File: src/arcade_pkg.sv
// arcade host glue shared definitions
package arcade_pkg;

	// ==============================
	// widths
	// ==============================
	typedef logic [7:0]  byte_t;        // download data, key codes, rom bytes
	typedef logic [15:0] word_t;        // one memory word
	typedef logic [24:0] dl_addr_t;     // host byte address
	typedef logic [22:0] mem_addr_t;    // word address on the download port
	typedef logic [14:0] rom_addr_t;    // program rom byte address
	typedef logic [13:0] snd_addr_t;    // sound rom byte address
	typedef logic [7:0]  joy_t;         // 0 right, 1 left, 2 down, 3 up, 4..6 fire
	typedef logic [9:0]  key_buttons_t;
	typedef logic [15:0] hold_t;
	typedef logic [7:0]  ctrl_t;        // gas and steering

	// ==============================
	// keyboard buttons
	// ==============================
	localparam int btn_up_i     = 0;
	localparam int btn_down_i   = 1;
	localparam int btn_left_i   = 2;
	localparam int btn_right_i  = 3;
	localparam int btn_coin_i   = 4;
	localparam int btn_start1_i = 5;
	localparam int btn_start2_i = 6;
	localparam int btn_fire1_i  = 7;
	localparam int btn_fire2_i  = 8;
	localparam int btn_fire3_i  = 9;

	// ps/2 set 2 scan codes
	localparam byte_t key_up    = 8'h75;
	localparam byte_t key_down  = 8'h72;
	localparam byte_t key_left  = 8'h6b;
	localparam byte_t key_right = 8'h74;
	localparam byte_t key_esc   = 8'h76;
	localparam byte_t key_f1    = 8'h05;
	localparam byte_t key_f2    = 8'h06;
	localparam byte_t key_ctrl  = 8'h14;
	localparam byte_t key_alt   = 8'h11;
	localparam byte_t key_space = 8'h29;

	// ==============================
	// loader and control constants
	// ==============================
	localparam dl_addr_t gfx_base = 25'h001_0000; // sprite data start in the download
	localparam logic [15:0] snd_base = 16'h4000;  // sound rom word offset
	localparam hold_t reset_hold = 16'd200;
	localparam ctrl_t steer_center = 8'h80;
	localparam ctrl_t gas_step = 8'd1;
	localparam ctrl_t steer_step = 8'd1;

endpackage
File: src/arcade_host_glue.sv
// arcade host glue top level
`timescale 1ns/1ns

module arcade_host_glue (
	input  logic                  clk_sys,
	input  logic                  rst_n,
	// host download
	input  logic                  dl_active,
	input  logic                  dl_wr,
	input  arcade_pkg::dl_addr_t  dl_addr,
	input  arcade_pkg::byte_t     dl_data,
	// game rom side
	input  arcade_pkg::rom_addr_t rom_addr,
	input  arcade_pkg::snd_addr_t snd_addr,
	input  logic [14:0]           sp_addr,
	input  arcade_pkg::word_t     prog_q,
	input  arcade_pkg::word_t     snd_q,
	// resets
	input  logic                  menu_reset,
	input  logic                  button_reset,
	// keyboard and joysticks
	input  logic                  key_strobe,
	input  logic                  key_pressed,
	input  arcade_pkg::byte_t     key_code,
	input  arcade_pkg::joy_t      joy_0,
	input  arcade_pkg::joy_t      joy_1,
	input  logic                  swap_joy,
	input  logic                  rotate,
	input  logic                  vsync,
	// memory ports
	output logic                  prog_req,
	output logic                  prog_we,
	output arcade_pkg::mem_addr_t prog_waddr,
	output logic [1:0]            prog_be,
	output arcade_pkg::word_t     prog_wdata,
	output logic                  gfx_req,
	output logic                  gfx_we,
	output logic [15:0]           gfx_waddr,
	output logic [1:0]            gfx_be,
	output arcade_pkg::word_t     gfx_wdata,
	output logic [15:0]           prog_raddr,
	output logic [15:0]           snd_raddr,
	output logic [14:0]           gfx_raddr,
	output arcade_pkg::byte_t     cpu_rom_byte,
	output arcade_pkg::byte_t     snd_rom_byte,
	// game controls
	output logic                  rom_loaded,
	output logic                  game_reset,
	output logic                  m_up,
	output logic                  m_down,
	output logic                  m_left,
	output logic                  m_right,
	output logic                  m_fire1,
	output logic                  m_fire2,
	output logic                  m_fire3,
	output logic                  m_coin,
	output logic                  m_start1,
	output logic                  m_start2,
	output arcade_pkg::ctrl_t     gas,
	output arcade_pkg::ctrl_t     steering
);

	arcade_pkg::key_buttons_t key_buttons;

	// ==============================
	// download and reset
	// ==============================
	rom_port_adapter u_rom_port (
		.clk_sys(clk_sys), .rst_n(rst_n),
		.dl_active(dl_active), .dl_wr(dl_wr), .dl_addr(dl_addr), .dl_data(dl_data),
		.rom_addr(rom_addr), .snd_addr(snd_addr), .sp_addr(sp_addr),
		.prog_q(prog_q), .snd_q(snd_q),
		.prog_req(prog_req), .prog_we(prog_we), .prog_waddr(prog_waddr),
		.prog_be(prog_be), .prog_wdata(prog_wdata),
		.gfx_req(gfx_req), .gfx_we(gfx_we), .gfx_waddr(gfx_waddr),
		.gfx_be(gfx_be), .gfx_wdata(gfx_wdata),
		.prog_raddr(prog_raddr), .snd_raddr(snd_raddr), .gfx_raddr(gfx_raddr),
		.cpu_rom_byte(cpu_rom_byte), .snd_rom_byte(snd_rom_byte)
	);

	reset_sequencer u_reset_seq (
		.clk_sys(clk_sys), .rst_n(rst_n),
		.dl_active(dl_active), .menu_reset(menu_reset), .button_reset(button_reset),
		.rom_loaded(rom_loaded), .game_reset(game_reset)
	);

	// ==============================
	// player inputs
	// ==============================
	key_decoder u_keys (
		.clk_sys(clk_sys), .rst_n(rst_n),
		.key_strobe(key_strobe), .key_pressed(key_pressed), .key_code(key_code),
		.key_buttons(key_buttons)
	);

	input_mapper u_mapper (
		.joy_0(joy_0), .joy_1(joy_1), .swap_joy(swap_joy), .rotate(rotate),
		.key_buttons(key_buttons),
		.m_up(m_up), .m_down(m_down), .m_left(m_left), .m_right(m_right),
		.m_fire1(m_fire1), .m_fire2(m_fire2), .m_fire3(m_fire3),
		.m_coin(m_coin), .m_start1(m_start1), .m_start2(m_start2)
	);

	// up and down work the pedal, left and right the wheel
	pedal_wheel_control u_pedal_wheel (
		.clk_sys(clk_sys), .rst_n(rst_n), .vsync(vsync),
		.gas_plus(m_up), .gas_minus(m_down),
		.steer_plus(m_right), .steer_minus(m_left),
		.gas(gas), .steering(steering)
	);

endmodule

File: src/pedal_wheel_control.sv
// gas pedal and steering wheel control
`timescale 1ns/1ns

module pedal_wheel_control (
	input  logic              clk_sys,
	input  logic              rst_n,
	input  logic              vsync,
	input  logic              gas_plus,
	input  logic              gas_minus,
	input  logic              steer_plus,
	input  logic              steer_minus,
	output arcade_pkg::ctrl_t gas,
	output arcade_pkg::ctrl_t steering
);

	logic vsync_d;
	logic frame_tick;  // registered rising edge of vsync

	// ==============================
	// frame edge
	// ==============================
	always_ff @(posedge clk_sys) begin
		if (!rst_n) begin
			vsync_d    <= 1'b0;
			frame_tick <= 1'b0;
		end else begin
			vsync_d    <= vsync;
			frame_tick <= vsync & ~vsync_d;
		end
	end

	// ==============================
	// stepped values
	// ==============================
	always_ff @(posedge clk_sys) begin
		if (!rst_n) begin
			gas      <= '0;
			steering <= arcade_pkg::steer_center;
		end else if (frame_tick) begin
			// gas holds when both or neither pedal input is set
			if (gas_plus && !gas_minus)
				gas <= (gas > 8'hff - arcade_pkg::gas_step) ? 8'hff : gas + arcade_pkg::gas_step;
			else if (gas_minus && !gas_plus)
				gas <= (gas < arcade_pkg::gas_step) ? 8'h00 : gas - arcade_pkg::gas_step;

			if (steer_plus && !steer_minus) begin
				if (steering > 8'hff - arcade_pkg::steer_step)
					steering <= 8'hff;
				else
					steering <= steering + arcade_pkg::steer_step;
			end else if (steer_minus && !steer_plus) begin
				if (steering < arcade_pkg::steer_step)
					steering <= 8'h00;
				else
					steering <= steering - arcade_pkg::steer_step;
			end else if (steering > arcade_pkg::steer_center) begin
				// drift back to centre, never past it
				if (steering - arcade_pkg::steer_center > arcade_pkg::steer_step)
					steering <= steering - arcade_pkg::steer_step;
				else
					steering <= arcade_pkg::steer_center;
			end else if (steering < arcade_pkg::steer_center) begin
				if (arcade_pkg::steer_center - steering > arcade_pkg::steer_step)
					steering <= steering + arcade_pkg::steer_step;
				else
					steering <= arcade_pkg::steer_center;
			end
		end
	end

	a_gas_on_frame: assert property (@(posedge clk_sys) disable iff (!rst_n)
		$changed(gas) |-> $past(frame_tick))
		else $error("gas moved without a frame edge");

endmodule

File: src/input_mapper.sv
// joystick and keyboard input mapper
`timescale 1ns/1ns

module input_mapper (
	input  arcade_pkg::joy_t         joy_0,
	input  arcade_pkg::joy_t         joy_1,
	input  logic                     swap_joy,
	input  logic                     rotate,
	input  arcade_pkg::key_buttons_t key_buttons,
	output logic                     m_up,
	output logic                     m_down,
	output logic                     m_left,
	output logic                     m_right,
	output logic                     m_fire1,
	output logic                     m_fire2,
	output logic                     m_fire3,
	output logic                     m_coin,
	output logic                     m_start1,
	output logic                     m_start2
);

	arcade_pkg::joy_t joy_a;
	arcade_pkg::joy_t joy_b;
	logic             dir_up;
	logic             dir_down;
	logic             dir_left;
	logic             dir_right;

	assign joy_a = swap_joy ? joy_1 : joy_0;
	assign joy_b = swap_joy ? joy_0 : joy_1;

	// ==============================
	// merged directions
	// ==============================
	assign dir_up    = key_buttons[arcade_pkg::btn_up_i]    | joy_a[3] | joy_b[3];
	assign dir_down  = key_buttons[arcade_pkg::btn_down_i]  | joy_a[2] | joy_b[2];
	assign dir_left  = key_buttons[arcade_pkg::btn_left_i]  | joy_a[1] | joy_b[1];
	assign dir_right = key_buttons[arcade_pkg::btn_right_i] | joy_a[0] | joy_b[0];

	// rotate low means the cabinet is turned, so directions shift by 90 degrees
	assign m_up    = rotate ? dir_up    : dir_left;
	assign m_down  = rotate ? dir_down  : dir_right;
	assign m_left  = rotate ? dir_left  : dir_down;
	assign m_right = rotate ? dir_right : dir_up;

	// ==============================
	// buttons
	// ==============================
	assign m_fire1 = key_buttons[arcade_pkg::btn_fire1_i] | joy_a[4] | joy_b[4];
	assign m_fire2 = key_buttons[arcade_pkg::btn_fire2_i] | joy_a[5] | joy_b[5];
	assign m_fire3 = key_buttons[arcade_pkg::btn_fire3_i] | joy_a[6] | joy_b[6];

	assign m_coin   = key_buttons[arcade_pkg::btn_coin_i];   // keyboard only
	assign m_start1 = key_buttons[arcade_pkg::btn_start1_i];
	assign m_start2 = key_buttons[arcade_pkg::btn_start2_i];

endmodule

File: src/key_decoder.sv
// keyboard scan code decoder
`timescale 1ns/1ns

module key_decoder (
	input  logic                      clk_sys,
	input  logic                      rst_n,
	input  logic                      key_strobe,
	input  logic                      key_pressed,
	input  arcade_pkg::byte_t         key_code,
	output arcade_pkg::key_buttons_t  key_buttons
);

	// ==============================
	// button latch
	// ==============================
	always_ff @(posedge clk_sys) begin
		if (!rst_n) begin
			key_buttons <= '0;
		end else if (key_strobe) begin
			case (key_code)
				arcade_pkg::key_up:
					key_buttons[arcade_pkg::btn_up_i] <= key_pressed;
				arcade_pkg::key_down:
					key_buttons[arcade_pkg::btn_down_i] <= key_pressed;
				arcade_pkg::key_left:
					key_buttons[arcade_pkg::btn_left_i] <= key_pressed;
				arcade_pkg::key_right:
					key_buttons[arcade_pkg::btn_right_i] <= key_pressed;
				arcade_pkg::key_esc:
					key_buttons[arcade_pkg::btn_coin_i] <= key_pressed;   // coin
				arcade_pkg::key_f1:
					key_buttons[arcade_pkg::btn_start1_i] <= key_pressed; // one player
				arcade_pkg::key_f2:
					key_buttons[arcade_pkg::btn_start2_i] <= key_pressed; // two players
				arcade_pkg::key_space:
					key_buttons[arcade_pkg::btn_fire1_i] <= key_pressed;
				arcade_pkg::key_alt:
					key_buttons[arcade_pkg::btn_fire2_i] <= key_pressed;  // left alt
				arcade_pkg::key_ctrl:
					key_buttons[arcade_pkg::btn_fire3_i] <= key_pressed;  // left ctrl
				default: begin
					// unmapped codes leave the buttons alone
				end
			endcase
		end
	end

endmodule

File: src/reset_sequencer.sv
// game reset sequencer
`timescale 1ns/1ns

module reset_sequencer (
	input  logic clk_sys,
	input  logic rst_n,
	input  logic dl_active,
	input  logic menu_reset,
	input  logic button_reset,
	output logic rom_loaded,
	output logic game_reset
);

	logic                dl_active_d;
	logic                cause;
	arcade_pkg::hold_t   hold_cnt;

	assign cause = menu_reset | button_reset | ~rom_loaded;

	// ==============================
	// rom loaded flag
	// ==============================
	always_ff @(posedge clk_sys) begin
		if (!rst_n) begin
			dl_active_d <= 1'b0;
			rom_loaded  <= 1'b0;
		end else begin
			dl_active_d <= dl_active;
			if (dl_active_d && !dl_active)
				rom_loaded <= 1'b1; // end of download, stays set
		end
	end

	// ==============================
	// hold counter and reset out
	// ==============================
	always_ff @(posedge clk_sys) begin
		if (!rst_n) begin
			hold_cnt   <= arcade_pkg::reset_hold;
			game_reset <= 1'b1;
		end else begin
			if (cause)
				hold_cnt <= arcade_pkg::reset_hold;
			else if (hold_cnt != '0)
				hold_cnt <= hold_cnt - 1'b1;

			// second short pulse once the count runs out
			game_reset <= cause | (hold_cnt == arcade_pkg::hold_t'(1));
		end
	end

	a_reset_until_loaded: assert property (@(posedge clk_sys) disable iff (!rst_n)
		!rom_loaded |-> game_reset)
		else $error("game left reset before rom was loaded");

endmodule

File: src/rom_port_adapter.sv
// rom download and read port adapter
`timescale 1ns/1ns

module rom_port_adapter (
	input  logic                 clk_sys,
	input  logic                 rst_n,
	input  logic                 dl_active,
	input  logic                 dl_wr,
	input  arcade_pkg::dl_addr_t dl_addr,
	input  arcade_pkg::byte_t    dl_data,
	input  arcade_pkg::rom_addr_t rom_addr,
	input  arcade_pkg::snd_addr_t snd_addr,
	input  logic [14:0]          sp_addr,
	input  arcade_pkg::word_t    prog_q,
	input  arcade_pkg::word_t    snd_q,
	output logic                 prog_req,
	output logic                 prog_we,
	output arcade_pkg::mem_addr_t prog_waddr,
	output logic [1:0]           prog_be,
	output arcade_pkg::word_t    prog_wdata,
	output logic                 gfx_req,
	output logic                 gfx_we,
	output logic [15:0]          gfx_waddr,
	output logic [1:0]           gfx_be,
	output arcade_pkg::word_t    gfx_wdata,
	output logic [15:0]          prog_raddr,
	output logic [15:0]          snd_raddr,
	output logic [14:0]          gfx_raddr,
	output arcade_pkg::byte_t    cpu_rom_byte,
	output arcade_pkg::byte_t    snd_rom_byte
);

	logic                 dl_wr_d;
	logic                 wr_rise;
	arcade_pkg::dl_addr_t gfx_off;

	// ==============================
	// write side
	// ==============================
	assign wr_rise = dl_active & dl_wr & ~dl_wr_d;

	always_ff @(posedge clk_sys) begin
		if (!rst_n) begin
			dl_wr_d  <= 1'b0;
			prog_req <= 1'b0;
			gfx_req  <= 1'b0;
		end else begin
			dl_wr_d <= dl_wr;
			if (wr_rise) begin
				prog_req <= ~prog_req; // each toggle is one write, no ack
				gfx_req  <= ~gfx_req;
			end
		end
	end

	assign prog_we    = dl_active;
	assign prog_waddr = dl_addr[23:1];
	assign prog_be    = {dl_addr[0], ~dl_addr[0]};
	assign prog_wdata = {dl_data, dl_data};

	// sprite roms merged into 32-bit words, bit 16 picks the half
	assign gfx_off   = dl_addr - arcade_pkg::gfx_base;
	assign gfx_we    = dl_active;
	assign gfx_waddr = {gfx_off[14:0], gfx_off[16]};
	assign gfx_be    = {gfx_off[15], ~gfx_off[15]};
	assign gfx_wdata = prog_wdata;

	// ==============================
	// read side
	// ==============================
	assign prog_raddr = dl_active ? 16'hffff : {2'b00, rom_addr[14:1]};
	assign snd_raddr  = dl_active ? 16'hffff : arcade_pkg::snd_base + {3'b000, snd_addr[13:1]};
	assign gfx_raddr  = dl_active ? 15'h7fff : sp_addr; // park reads during download

	assign cpu_rom_byte = rom_addr[0] ? prog_q[15:8] : prog_q[7:0];
	assign snd_rom_byte = snd_addr[0] ? snd_q[15:8] : snd_q[7:0];

	// requests only move while a download runs
	a_req_in_download: assert property (@(posedge clk_sys) disable iff (!rst_n)
		($changed(prog_req) || $changed(gfx_req)) |-> $past(dl_active))
		else $error("request toggled outside a download");

endmodule

File: config.mk
export PLATFORM = sky130hd
export DESIGN_NAME = arcade_host_glue
export DESIGN_NICKNAME = d
export VERILOG_FILES = /design/src/arcade_pkg.sv /design/src/arcade_host_glue.sv /design/src/pedal_wheel_control.sv /design/src/input_mapper.sv /design/src/key_decoder.sv /design/src/reset_sequencer.sv /design/src/rom_port_adapter.sv
export SDC_FILE = /design/constraint.sdc
export NUM_CORES = 1
export LEC_CHECK = 0
export BUFFER_PORTS_ARGS = -buffer_cell sky130_fd_sc_hd__buf_4
export CORE_AREA = 2 2 121 123
export DETAILED_ROUTE_END_ITERATION = 7
export DIE_AREA = 0 0 123 125
export PLACE_DENSITY = 0.61
export SLEW_MARGIN = 5
export SYNTH_ARGS = -nofsm -noshare
export SYNTH_HDL_FRONTEND = slang
export SYNTH_SLANG_ARGS = --single-unit
export TNS_END_PERCENT = 30
File: constraint.sdc
create_clock -name clk_sys -period 6.1 [get_ports clk_sys]
set_clock_uncertainty 0.2 [all_clocks]
set_input_delay 0.61 -clock clk_sys [delete_from_list [all_inputs] [get_ports clk_sys]]
set_output_delay 0.61 -clock clk_sys [all_outputs]
set_load 0.005 [all_outputs]
==> results.txt, run 1 <==
Top_reg_cell synth: dfxtp_1
Total of max-cap violations: 0
Yosys top cell area share: 22.8%
Hold/Removal Path Class: reg2reg
Gate Count Post-Synth: 562
Final Hold Violating Endpoints: 0
Layout net count: 832
Biggest area consumer among synthesized cells: dfxtp_1
Worst setup path start: u_pedal_wheel.steering[1]
Root buffer cell: clkbuf_16
Part of the Yosys area used for sequential elements: 22.8%
Vias in the first global route: 4236
Post-Syn Area: 0.00439 mm2
Pwr/cell area: 200 mW/mm2
TritonCTS clock tree: done
Worst Setup EP: u_pedal_wheel.steering[3]
Setup crit end kind: flip-flop
Fin area: 0.00571 mm2
Final Cycle Share: 51.8%
CP required: 6.13 ns
Synth Area in Simple Gates: 28.8%
Largest family of logic cells by synthesized area: simple AND/OR/NAND/NOR gates
Pwr Total: 0.00114 W
WL per Instance: 15.5 um
Post-Syn Area per Cell: 7.81 um2
Slew HR: 49.6%
Fmax: 316 MHz
Post-DRT Antenna Nets: 0
Chip Width: 123 um
Cell Count, Final, Fillers Out: 859
Adder-cell share of the synthesized area: 3.99%
Layout cells sized above 1: 43.1%
Min Tclk post-route: 3.16 ns
Slew @ Worst Pin: 0.749 ns
Antenna Cells: 0
Setup violators final: 0
Antenna violations before repair: 0
Clk_lat worst skew: 0.29 ns
Largest net degree at the start of global routing: 52
Ys Warns: 0
Syn-to-layout area delta: 30.0%
Synth area leaders: dfxtp_1 (23%), buf_4 (14%), or2_2 (6.0%)
DR pass1 iterations: 5
Die Area: 0.0154 mm2
Site Rows: 44
Vias per cell: 5.02
Post-Route WL: 13300 um
Reg clk slew, reported paths: 0.07 ns
Hold buffer count at cts: 0
Post-CTS resize count: 0
Total gr overflow: 0
Lkg Pwr: 2.48 nW
Reg2Reg Depth: 7
Compound-Gate Fraction of Synth Area: 15.2%
Tot GR Track Use: 16.6%
Port buffer count: 212
Register bit total from synthesis: 50
Status: completed
CTS Buf Count: 5
RSZ-0062 raised after global routing: false
Post-synth EDFFs: 0
Die Y: 125 um
Crit path DAT: 3.19 ns
Critical path peak fanout: 15
Initial DRC count: 312
Initial core utilization: 30.9%
Net Count, Synth: 720
R2r setup slk: 2.94 ns
Final Max Slew Viols: 0
Async S/R FF share, synth: 0%
Mux contribution to synthesized area: 7.09%
Critical path launch point type: flip-flop
Num ports: 314
Worst VDD drop: 0.0982 mV
Placed Area: 0.00551 mm2
Crit path kind: reg2reg
Post-DP HPWL: 10200 um
Setup_tns: 0 ns
Clock Sinks: 50
WHS: 0.178 ns
Remaining DRCs: 0
Placeable Area: 0.0142 mm2
Netlist cell types: 65
Clock Path Buffers: 2
XOR/XNOR Fraction of Synth Area: 4.19%
RR Startpoint: u_pedal_wheel.steering[1]
GP Congestion: 0.893
First-pass GRT wire length: 20800 um
Placed insts: 851
Worst R2R End: u_pedal_wheel.steering[3]
H-tree depth: 2
Vias: 4309
Setup Buffers After CTS: 0
==> per-layer routing <==
| metal | up-vias | wire, um | global-route usage (%) | part of all wire (%) |
|---|---|---|---|---|
| li1 | 2100 | - | - | - |
| met1 | 2002 | 5490 | 20.3 | 41 |
| met2 | 179 | 6510 | 28.2 | 49 |
| met3 | 28 | 1070 | 4.43 | 8.0 |
| met4 | 0 | 227 | 5.48 | 1.7 |
| met5 | - | 0 | 0 | 0 |
==> placed cells by master, fill, tap and decap left out, types with 3 or more instances in the layout <==
cell type  Yosys  routed
buf_4         79     213
clkbuf_16      0       5
o21a_1         3       3
and2_1         8       8
nand4b_1       4       4
nor3_1        21      21
a21boi_0       5       5
xor2_1         9       9
or2_2         42      42
nor2_1        35      35
a21o_1         3       3
o211ai_1       8       8
dfxtp_1       50      50
nand2_1       35      35
xnor2_1       12      12
mux2i_1       12      12
ha_1          14      14
a31oi_1        9       9
and3_1         6       6
or3_1          9       9
nand4_1        5       5
or4_4          3       3
mux2_2        17      17
nand3_1       14      14
a211oi_1       4       4
a21oi_1       15      15
nand2b_1       5       5
nor4_1        10      10
nand3b_1       4       4
o21ai_0       20      20
nor2b_1       12      12
inv_1         21      21
==> registers in the layout (all words and copies together), names as in the netlist, 8 cells and up <==
name                    cells
u_pedal_wheel.gas           8
u_pedal_wheel.steering      8
u_keys.key_buttons         10
u_reset_seq.hold_cnt       16
==> stage by stage <==
stage	setup slack (ns)	util [%]
after floorplan	3.46	-
final	2.94	40.2
after CTS	2.98	40.2
after global routing	2.65	40.2
after detailed placement	2.89	38.8
after global placement	2.95	38.8
==> critical path, cell delays in order, from the launching register on <==
cell and delay (ns):
dfxtp_1 0.66, inv_1 0.22, ha_1 0.32, o311ai_0 0.70
nand3_1 0.37, o41ai_1 0.33, o211ai_1 0.14, a31oi_1 0.15
==> worst min-delay path by stage <==
stage                                     start  cells after the start                  endpoint  slack (ns)
after floorplan           u_pedal_wheel.vsync_d                      1  u_pedal_wheel.frame_tick        0.17
after global routing      u_pedal_wheel.vsync_d                      1  u_pedal_wheel.frame_tick        0.21
after CTS                 u_pedal_wheel.vsync_d                      1  u_pedal_wheel.frame_tick        0.18
after global placement    u_pedal_wheel.vsync_d                      1  u_pedal_wheel.frame_tick        0.18
after detailed placement  u_pedal_wheel.vsync_d                      1  u_pedal_wheel.frame_tick        0.18
final                     u_pedal_wheel.vsync_d                      1  u_pedal_wheel.frame_tick        0.18
==> power breakdown <==
part	total, W	switching, W	internal [W]
logic	0.000407	0.000187	0.000220
registers	0.000368	0.0000305	0.000338
clock network	0.000368	0.000132	0.000236
total	0.00114	0.000350	0.000794
==> cells in the mapped netlist (9+ instances only) <==
| library cell | number |
|---|---|
| buf_4 | 79 |
| dfxtp_1 | 50 |
| or2_2 | 42 |
| nand2_1 | 35 |
| nor2_1 | 35 |
| clkbuf_1 | 25 |
| inv_1 | 21 |
| nor3_1 | 21 |
| o21ai_0 | 20 |
| mux2_2 | 17 |
| a21oi_1 | 15 |
| ha_1 | 14 |
| nand3_1 | 14 |
| mux2i_1 | 12 |
| nor2b_1 | 12 |
| xnor2_1 | 12 |
| nor4_1 | 10 |
| a31oi_1 | 9 |
| or3_1 | 9 |
| xor2_1 | 9 |
==> kinds of logic after synthesis <==
family / Yosys count
AOI/OAI and AO/OA: 93
other: 1
DFF: 50
and+or+nand+nor: 225
muxes: 29
xor gates and xnor gates: 21
adders and majority gates: 14
buffers and inverters: 129
==> layout make-up <==
class / instances / area (um2)
clock buffers: 5 / 125
clock inverters: 3 / 68.8
fillers: 1470 / 8500
inverters: 21 / 78.8
multi-input cells: 383 / 2610
flip-flops and latches: 50 / 1000
well taps: 184 / 230
repair buffers: 213 / 1600
No activity file was read; power rests on OpenSTA's default activity.
==> run 2: changes to the inputs <==
CORE_AREA = not set   (was 2 2 121 123)
CORE_ASPECT_RATIO = 0.5   (was not set)
CORE_UTILIZATION = 38   (was not set)
DIE_AREA = not set   (was 0 0 123 125)
PLACE_DENSITY = 0.75   (was 0.61)
clock period = 2.8 ns   (was 6.1 ns; I/O delays follow)
==> results.txt, run 2 (same netlist as run 1, synthesis figures left out) <==
Top Registers: u_reset_seq.hold_cnt x16, u_keys.key_buttons x10 (unchanged)
RSZ-0062 raised after global routing: false (unchanged)
Hold Path Depth: 2 (was 1)
Crit path kind: reg2reg (unchanged)
Pwr/cell area: 425 mW/mm2 (was 200 mW/mm2)
Final Max Slew Viols: 0 (unchanged)
CP required: 2.82 ns (was 6.13 ns)
Root buffer cell: clkbuf_16 (unchanged)
Initial core utilization: 39.5% (was 30.9%)
Lkg Pwr: 2.57 nW (was 2.48 nW)
Crit path DAT: 2.59 ns (was 3.19 ns)
Min Tclk post-route: 2.56 ns (was 3.16 ns)
Total of max-cap violations: 0 (unchanged)
Die Y: 78.0 um (was 125 um)
Top reg by flops: u_reset_seq.hold_cnt (unchanged)
Chip Width: 154 um (was 123 um)
Fin area: 0.00581 mm2 (was 0.00571 mm2)
Cell Count, Final, Fillers Out: 842 (was 859)
Fmax: 390 MHz (was 316 MHz)
Die Area: 0.0120 mm2 (was 0.0154 mm2)
Critical path launch point type: flip-flop (unchanged)
Largest net degree at the start of global routing: 52 (unchanged)
Syn-to-layout area delta: 32.4% (was 30.0%)
Layout net count: 854 (was 832)
Initial DRC count: 201 (was 312)
Commonest non-fill, non-tap cell in the layout: buf_4 (unchanged)
Clk_lat worst skew: 0.30 ns (was 0.29 ns)
Slew HR: 53.0% (was 49.6%)
Clock Sinks: 50 (unchanged)
Critical path peak fanout: 13 (was 15)
Total gr overflow: 0 (unchanged)
Post-DP HPWL: 9910 um (was 10200 um)
Min-Delay Startpoint: vsync (was u_pedal_wheel.vsync_d)
Num ports: 314 (unchanged)
Worst R2R End: u_pedal_wheel.steering[3] (unchanged)
Setup crit end kind: flip-flop (unchanged)
Clock Path Buffers: 2 (unchanged)
Post-Route WL: 12800 um (was 13300 um)
Status: completed (unchanged)
Hold Path Sink: u_pedal_wheel.vsync_d (was u_pedal_wheel.frame_tick)
Final Hold Violating Endpoints: 0 (unchanged)
Worst VDD drop: 0.218 mV (was 0.0982 mV)
Antenna violations before repair: 0 (unchanged)
Reg2Reg Depth: 7 (unchanged)
Vias: 4354 (was 4309)
Layout cells sized above 1: 45.2% (was 43.1%)
Pwr Total: 0.00247 W (was 0.00114 W)
Final Cycle Share: 91.6% (was 51.8%)
WL per Instance: 15.2 um (was 15.5 um)
Placeable Area: 0.0111 mm2 (was 0.0142 mm2)
Fillers: 1069 (was 1470)
Placed Area: 0.00562 mm2 (was 0.00551 mm2)
Reg clk slew, reported paths: 0.07 ns (about the same)
Slew @ Worst Pin: 0.700 ns (was 0.749 ns)
First-pass GRT wire length: 20000 um (was 20800 um)
Commonest non-fill, non-tap cells in the layout: buf_4 (234), dfxtp_1 (49), or2_2 (42) (was buf_4 (213), dfxtp_1 (50), or2_2 (42))
Antenna Cells: 0 (unchanged)
Placed insts: 833 (was 851)
Setup violators final: 0 (unchanged)
Setup_tns: 0 ns (unchanged)
RR Startpoint: u_pedal_wheel.steering[4] (was u_pedal_wheel.steering[1])
Vias per cell: 5.17 (was 5.02)
Vias in the first global route: 4084 (was 4236)
CTS Buf Count: 5 (unchanged)
R2r setup slk: 0.24 ns (was 2.94 ns)
Remaining DRCs: 0 (unchanged)
Tot GR Track Use: 20.3% (was 16.6%)
Hold/Removal Path Class: in2reg (was reg2reg)
GP Congestion: 0.939 (was 0.893)
Post-DRT Antenna Nets: 0 (unchanged)
Setup Buffers After CTS: 0 (unchanged)
H-tree depth: 2 (unchanged)
Largest register FFs: 16 (unchanged)
Port buffer count: 212 (unchanged)
Site Rows: 27 (was 44)
DR pass1 iterations: 4 (was 5)
TritonCTS clock tree: done (unchanged)
-- run 2: per-stage QoR --
step	hold WS, ns	utilization [%]	worst slack [ns]
4_1_cts	0.00649	52.2	0.138
3_3_place_gp	0.173	50.6	0.151
6_report	0.0101	52.3	0.236
2_1_floorplan	0.167	-	0.225
3_5_place_dp	0.172	50.6	0.0726
5_1_grt	0.0120	52.3	0.0452
-- run 2: critical path, stage by stage (launching register included) --
cell     delay, ns
dfxtp_1       0.46
nor3_1        0.65
nand2_1       0.28
nor3_2        0.29
nor3b_4       0.09
buf_4         0.16
a32o_1        0.20
a31oi_1       0.15
-- run 2: timing repair --
| action | CTS | global route |
|---|---|---|
| hold buffers | 1 | 0 |
| hold endpoints to repair | 1 | 0 |
| resized for setup | 0 | 5 |
| endpoints found under the setup margin | 0 | 5 |
-- run 2: worst max-delay path by stage --
stage                                    startpoint                         to  slack [ns]  depth (start not counted)
final                     u_pedal_wheel.steering[4]  u_pedal_wheel.steering[3]        0.24                          7
after detailed placement                   joy_0[3]  u_pedal_wheel.steering[5]        0.07                         12
after global routing          u_keys.key_buttons[3]  u_pedal_wheel.steering[5]        0.05                         11
after global placement                     joy_0[3]  u_pedal_wheel.steering[5]        0.15                         12
after CTS                     u_keys.key_buttons[0]  u_pedal_wheel.steering[5]        0.14                         11
after floorplan           u_pedal_wheel.steering[0]  u_pedal_wheel.steering[3]        0.23                          8
-- run 2: final cells by class --
class	instances	area [um2]	share of cell area, %
Multi-Input combinational cell	383	2620	45.0
Timing Repair Buffer	235	1770	30.4
Sequential cell	50	1000	17.2
Tap cell	145	181	3.12
Clock buffer	6	129	2.22
Inverter	21	78.8	1.36
Clock inverter	2	37.5	0.646
-- run 2: per-layer routing --
layer	share of wire, %	vias to the layer above	wire length, um	track usage (%)
met1	45	2037	5710	26.3
met5	0	-	0	0
li1	-	2146	-	-
met2	48	146	6100	33.7
met3	6.2	25	791	4.53
met4	1.4	0	180	6.20
-- run 2: where the power goes --
part | switching, W | internal, W
clock | 0.000274 | 0.000422
sequential | 0.0000418 | 0.000736
combinational | 0.000446 | 0.000551
==> run 3: changes to the inputs <==
ABC_AREA = 1   (was not set)
CORE_MARGIN = 3   (was not set)
PLACE_DENSITY = 0.76   (was 0.75)
==> results.txt, run 3 <==
Critical path peak fanout: 7 (was 13)
Layout cells sized above 1: 41.5% (was 45.2%)
Vias: 4482 (was 4354)
Status: completed (unchanged)
Critical-path cell list: or3_1, nand2_1, o21ai_0, inv_1, ha_1, clkinv_1, nor3_1, nor2_1, nand2_1, inv_1, a21oi_2 (was nor3_1, nand2_1, nor3_2, nor3b_4, buf_4, a32o_1, a31oi_1)
Post-Syn Area: 0.00437 mm2 (was 0.00439 mm2)
Async S/R FF share, synth: 0% (unchanged)
Lkg Pwr: 2.80 nW (was 2.57 nW)
Fmax: 428 MHz (was 390 MHz)
Clock Path Buffers: 2 (unchanged)
P_int: 0.00146 W (was 0.00171 W)
Remaining DRCs: 0 (unchanged)
Post-Syn Area per Cell: 6.91 um2 (was 7.81 um2)
Antenna violations before repair: 0 (unchanged)
Worst VDD drop: 0.236 mV (was 0.218 mV)
Site Rows: 26 (was 27)
Top_reg_cell synth: dfxtp_1 (unchanged)
Register bit total from synthesis: 50 (unchanged)
Total of max-cap violations: 0 (unchanged)
Hold buffer count at cts: 2 (was 1)
Part of the Yosys area used for sequential elements: 22.9% (was 22.8%)
CP required: 2.83 ns (was 2.82 ns)
Clk pwr share: 29.0% (was 28.2%)
Setup Buffers After CTS: 0 (unchanged)
Comb pwr share: 35.3% (was 40.3%)
Initial DRC count: 278 (was 201)
Initial core utilization: 40.8% (was 39.5%)
WHS: 0.117 ns (was 0.0101 ns)
H-tree depth: 2 (unchanged)
Placeable Area: 0.0107 mm2 (was 0.0111 mm2)
Final Max Slew Viols: 0 (unchanged)
Top Registers: u_reset_seq.hold_cnt x16, u_keys.key_buttons x10 (unchanged)
Largest register FFs: 16 (unchanged)
Area occupied by multi-input gates: 0.00240 mm2 (was 0.00262 mm2)
Cell Count, Final, Fillers Out: 908 (was 842)
Most common cell in the netlist: buf_4 (unchanged)
GP Congestion: 0.914 (was 0.939)
Biggest area consumer among synthesized cells: dfxtp_1 (unchanged)
Vias per cell: 4.94 (was 5.17)
Commonest non-fill, non-tap cell in the layout: buf_4 (unchanged)
Setup_tns: 0 ns (unchanged)
Post-Route WL: 14800 um (was 12800 um)
Top reg by flops: u_reset_seq.hold_cnt (unchanged)
Final Cycle Share: 83.4% (was 91.6%)
Die Area: 0.0129 mm2 (was 0.0120 mm2)
Fillers: 1029 (was 1069)
Post-synth EDFFs: 0 (unchanged)
First-pass GRT wire length: 22800 um (was 20000 um)
Commonest non-fill, non-tap cells in the layout: buf_4 (218), nand2_1 (77), inv_1 (74) (was buf_4 (234), dfxtp_1 (49), or2_2 (42))
Gate Count Post-Synth: 632 (was 562)
Post-CTS resize count: 0 (unchanged)
Hold/Removal Path Class: in2reg (unchanged)
DR pass1 iterations: 5 (was 4)
Clock Sinks: 50 (unchanged)
Pwr Total: 0.00218 W (was 0.00247 W)
Final Hold Violating Endpoints: 0 (unchanged)
RSZ-0062 raised after global routing: false (unchanged)
Total gr overflow: 0 (unchanged)
Post-DP HPWL: 12300 um (was 9910 um)
Num ports: 314 (unchanged)
NetSw: 0.000721 W (was 0.000761 W)
Setup violators final: 0 (unchanged)
Vias in the first global route: 4357 (was 4084)
Layout net count: 925 (was 854)
Critical path launch point type: flip-flop (unchanged)
Post-DRT Antenna Nets: 0 (unchanged)
Crit path DAT: 2.37 ns (was 2.59 ns)
Tot GR Track Use: 22.6% (was 20.3%)
Crit path kind: reg2reg (unchanged)
Largest net degree at the start of global routing: 52 (unchanged)
Die Y: 81.8 um (was 78.0 um)
Slowest stage cell, crit path: or3_1 (was nor3_1)
Syn-to-layout area delta: 30.5% (was 32.4%)
Slew @ Worst Pin: 0.584 ns (was 0.700 ns)
Slew HR: 60.7% (was 53.0%)
Switch share: 33.1% (was 30.8%)
Top post-synthesis cells by count: buf_4 (79), nand2_1 (77), inv_1 (74) (was buf_4 (79), dfxtp_1 (50), or2_2 (42))
Net Count, Synth: 790 (was 720)
Netlist cell types: 44 (was 65)
TritonCTS clock tree: done (unchanged)
Yosys top cell area share: 22.9% (was 22.8%)
Largest stage delay on the critical path: 0.40 ns (was 0.65 ns)
WL per Instance: 16.3 um (was 15.2 um)
Min Tclk post-route: 2.34 ns (was 2.56 ns)
Root buffer cell: clkbuf_16 (unchanged)
Setup crit end kind: flip-flop (unchanged)
Clk_lat worst skew: 0.30 ns (about the same)
Port buffer count: 212 (unchanged)
Area occupied by registers: 0.00100 mm2 (about the same)
Seq pwr share: 35.8% (was 31.5%)
Chip Width: 158 um (was 154 um)
Ys Warns: 0 (unchanged)
Synth area leaders: dfxtp_1 (23%), buf_4 (14%), nand2_1 (6.6%) (was dfxtp_1 (23%), buf_4 (14%), or2_2 (6.0%))
Reg clk slew, reported paths: 0.07 ns (about the same)
Antenna Cells: 0 (unchanged)
Placed insts: 898 (was 833)
CTS Buf Count: 5 (unchanged)
Pwr/cell area: 382 mW/mm2 (was 425 mW/mm2)
==> run 3: per-stage QoR <==
| step | worst slack, ns | cell area (um2) | utilization (%) |
|---|---|---|---|
| 2_1_floorplan | 0.650 | 4370 | - |
| 4_1_cts | 0.449 | 5700 | 53.3 |
| 3_5_place_dp | 0.404 | 5530 | 51.7 |
| 3_3_place_gp | 0.419 | 5530 | 51.7 |
| 5_1_grt | 0.265 | 5700 | 53.3 |
| 6_report | 0.465 | 5700 | 53.3 |
==> run 3: path summary, 6_finish.rpt <==
kind              slack, ns  cells past startpoint                  start                   endpoint
setup / recovery       0.46                     11  u_keys.key_buttons[1]  u_pedal_wheel.steering[3]
hold / removal         0.12                      4            key_code[2]      u_keys.key_buttons[1]
setup reg to reg       0.46                     11  u_keys.key_buttons[1]  u_pedal_wheel.steering[3]
hold reg to reg        0.19                      1  u_pedal_wheel.vsync_d   u_pedal_wheel.frame_tick
==> run 3: worst max-delay path: cells and delay by family (launching register included) <==
| kind | cells | cell delay [ns] |
|---|---|---|
| flip-flops | 1 | 0.31 |
| AO/OA/AOI/OAI | 2 | 0.25 |
| buffers and inverters | 3 | 0.36 |
| adder cells (fa/ha/maj) | 1 | 0.31 |
| AND/OR/NAND/NOR | 5 | 0.84 |
==> run 3: logic make-up after synthesis <==
family                     count (synthesis)  synth area share, %
and+or+nand+nor                          256                 30.2
buffers and inverters                    175                 22.1
AOI/OAI and AO/OA                        104                 13.4
DFF                                       50                 22.9
xor gates and xnor gates                  16                 3.21
muxes                                     16                 4.12
adders and majority gates                 14                 4.01
other                                      1               0.0858
==> run 3: layout make-up <==
cell class | count | share of cell area [%]
clock buffer | 5 | 2.19
clock inverter | 3 | 0.461
timing repair buffer | 220 | 29.1
sequential | 50 | 17.6
tap | 140 | 3.07
inverter | 83 | 5.49
multi-input combinational | 407 | 42.2
==> run 3: metal layers <==
| metal | global-route usage [%] | wire length, um | vias to the layer above |
|---|---|---|---|
| met2 | 40.8 | 7190 | 151 |
| met4 | 6.15 | 222 | 0 |
| met1 | 26.7 | 6310 | 2049 |
| li1 | - | - | 2253 |
| met5 | 0 | 0 | - |
| met3 | 6.32 | 1070 | 29 |
==> run 3: power groups by stage <==
stage / registers (W) / clock network [W] / logic, W
after CTS: 0.000778 / 0.000640 / 0.000771
final: 0.000779 / 0.000630 / 0.000768
after floorplan: 0.000784 / 0 / 0.000501
after global routing: 0.000784 / 0.000674 / 0.000854
after detailed placement: 0.000794 / 0 / 0.000763
after global placement: 0.000793 / 0 / 0.000755
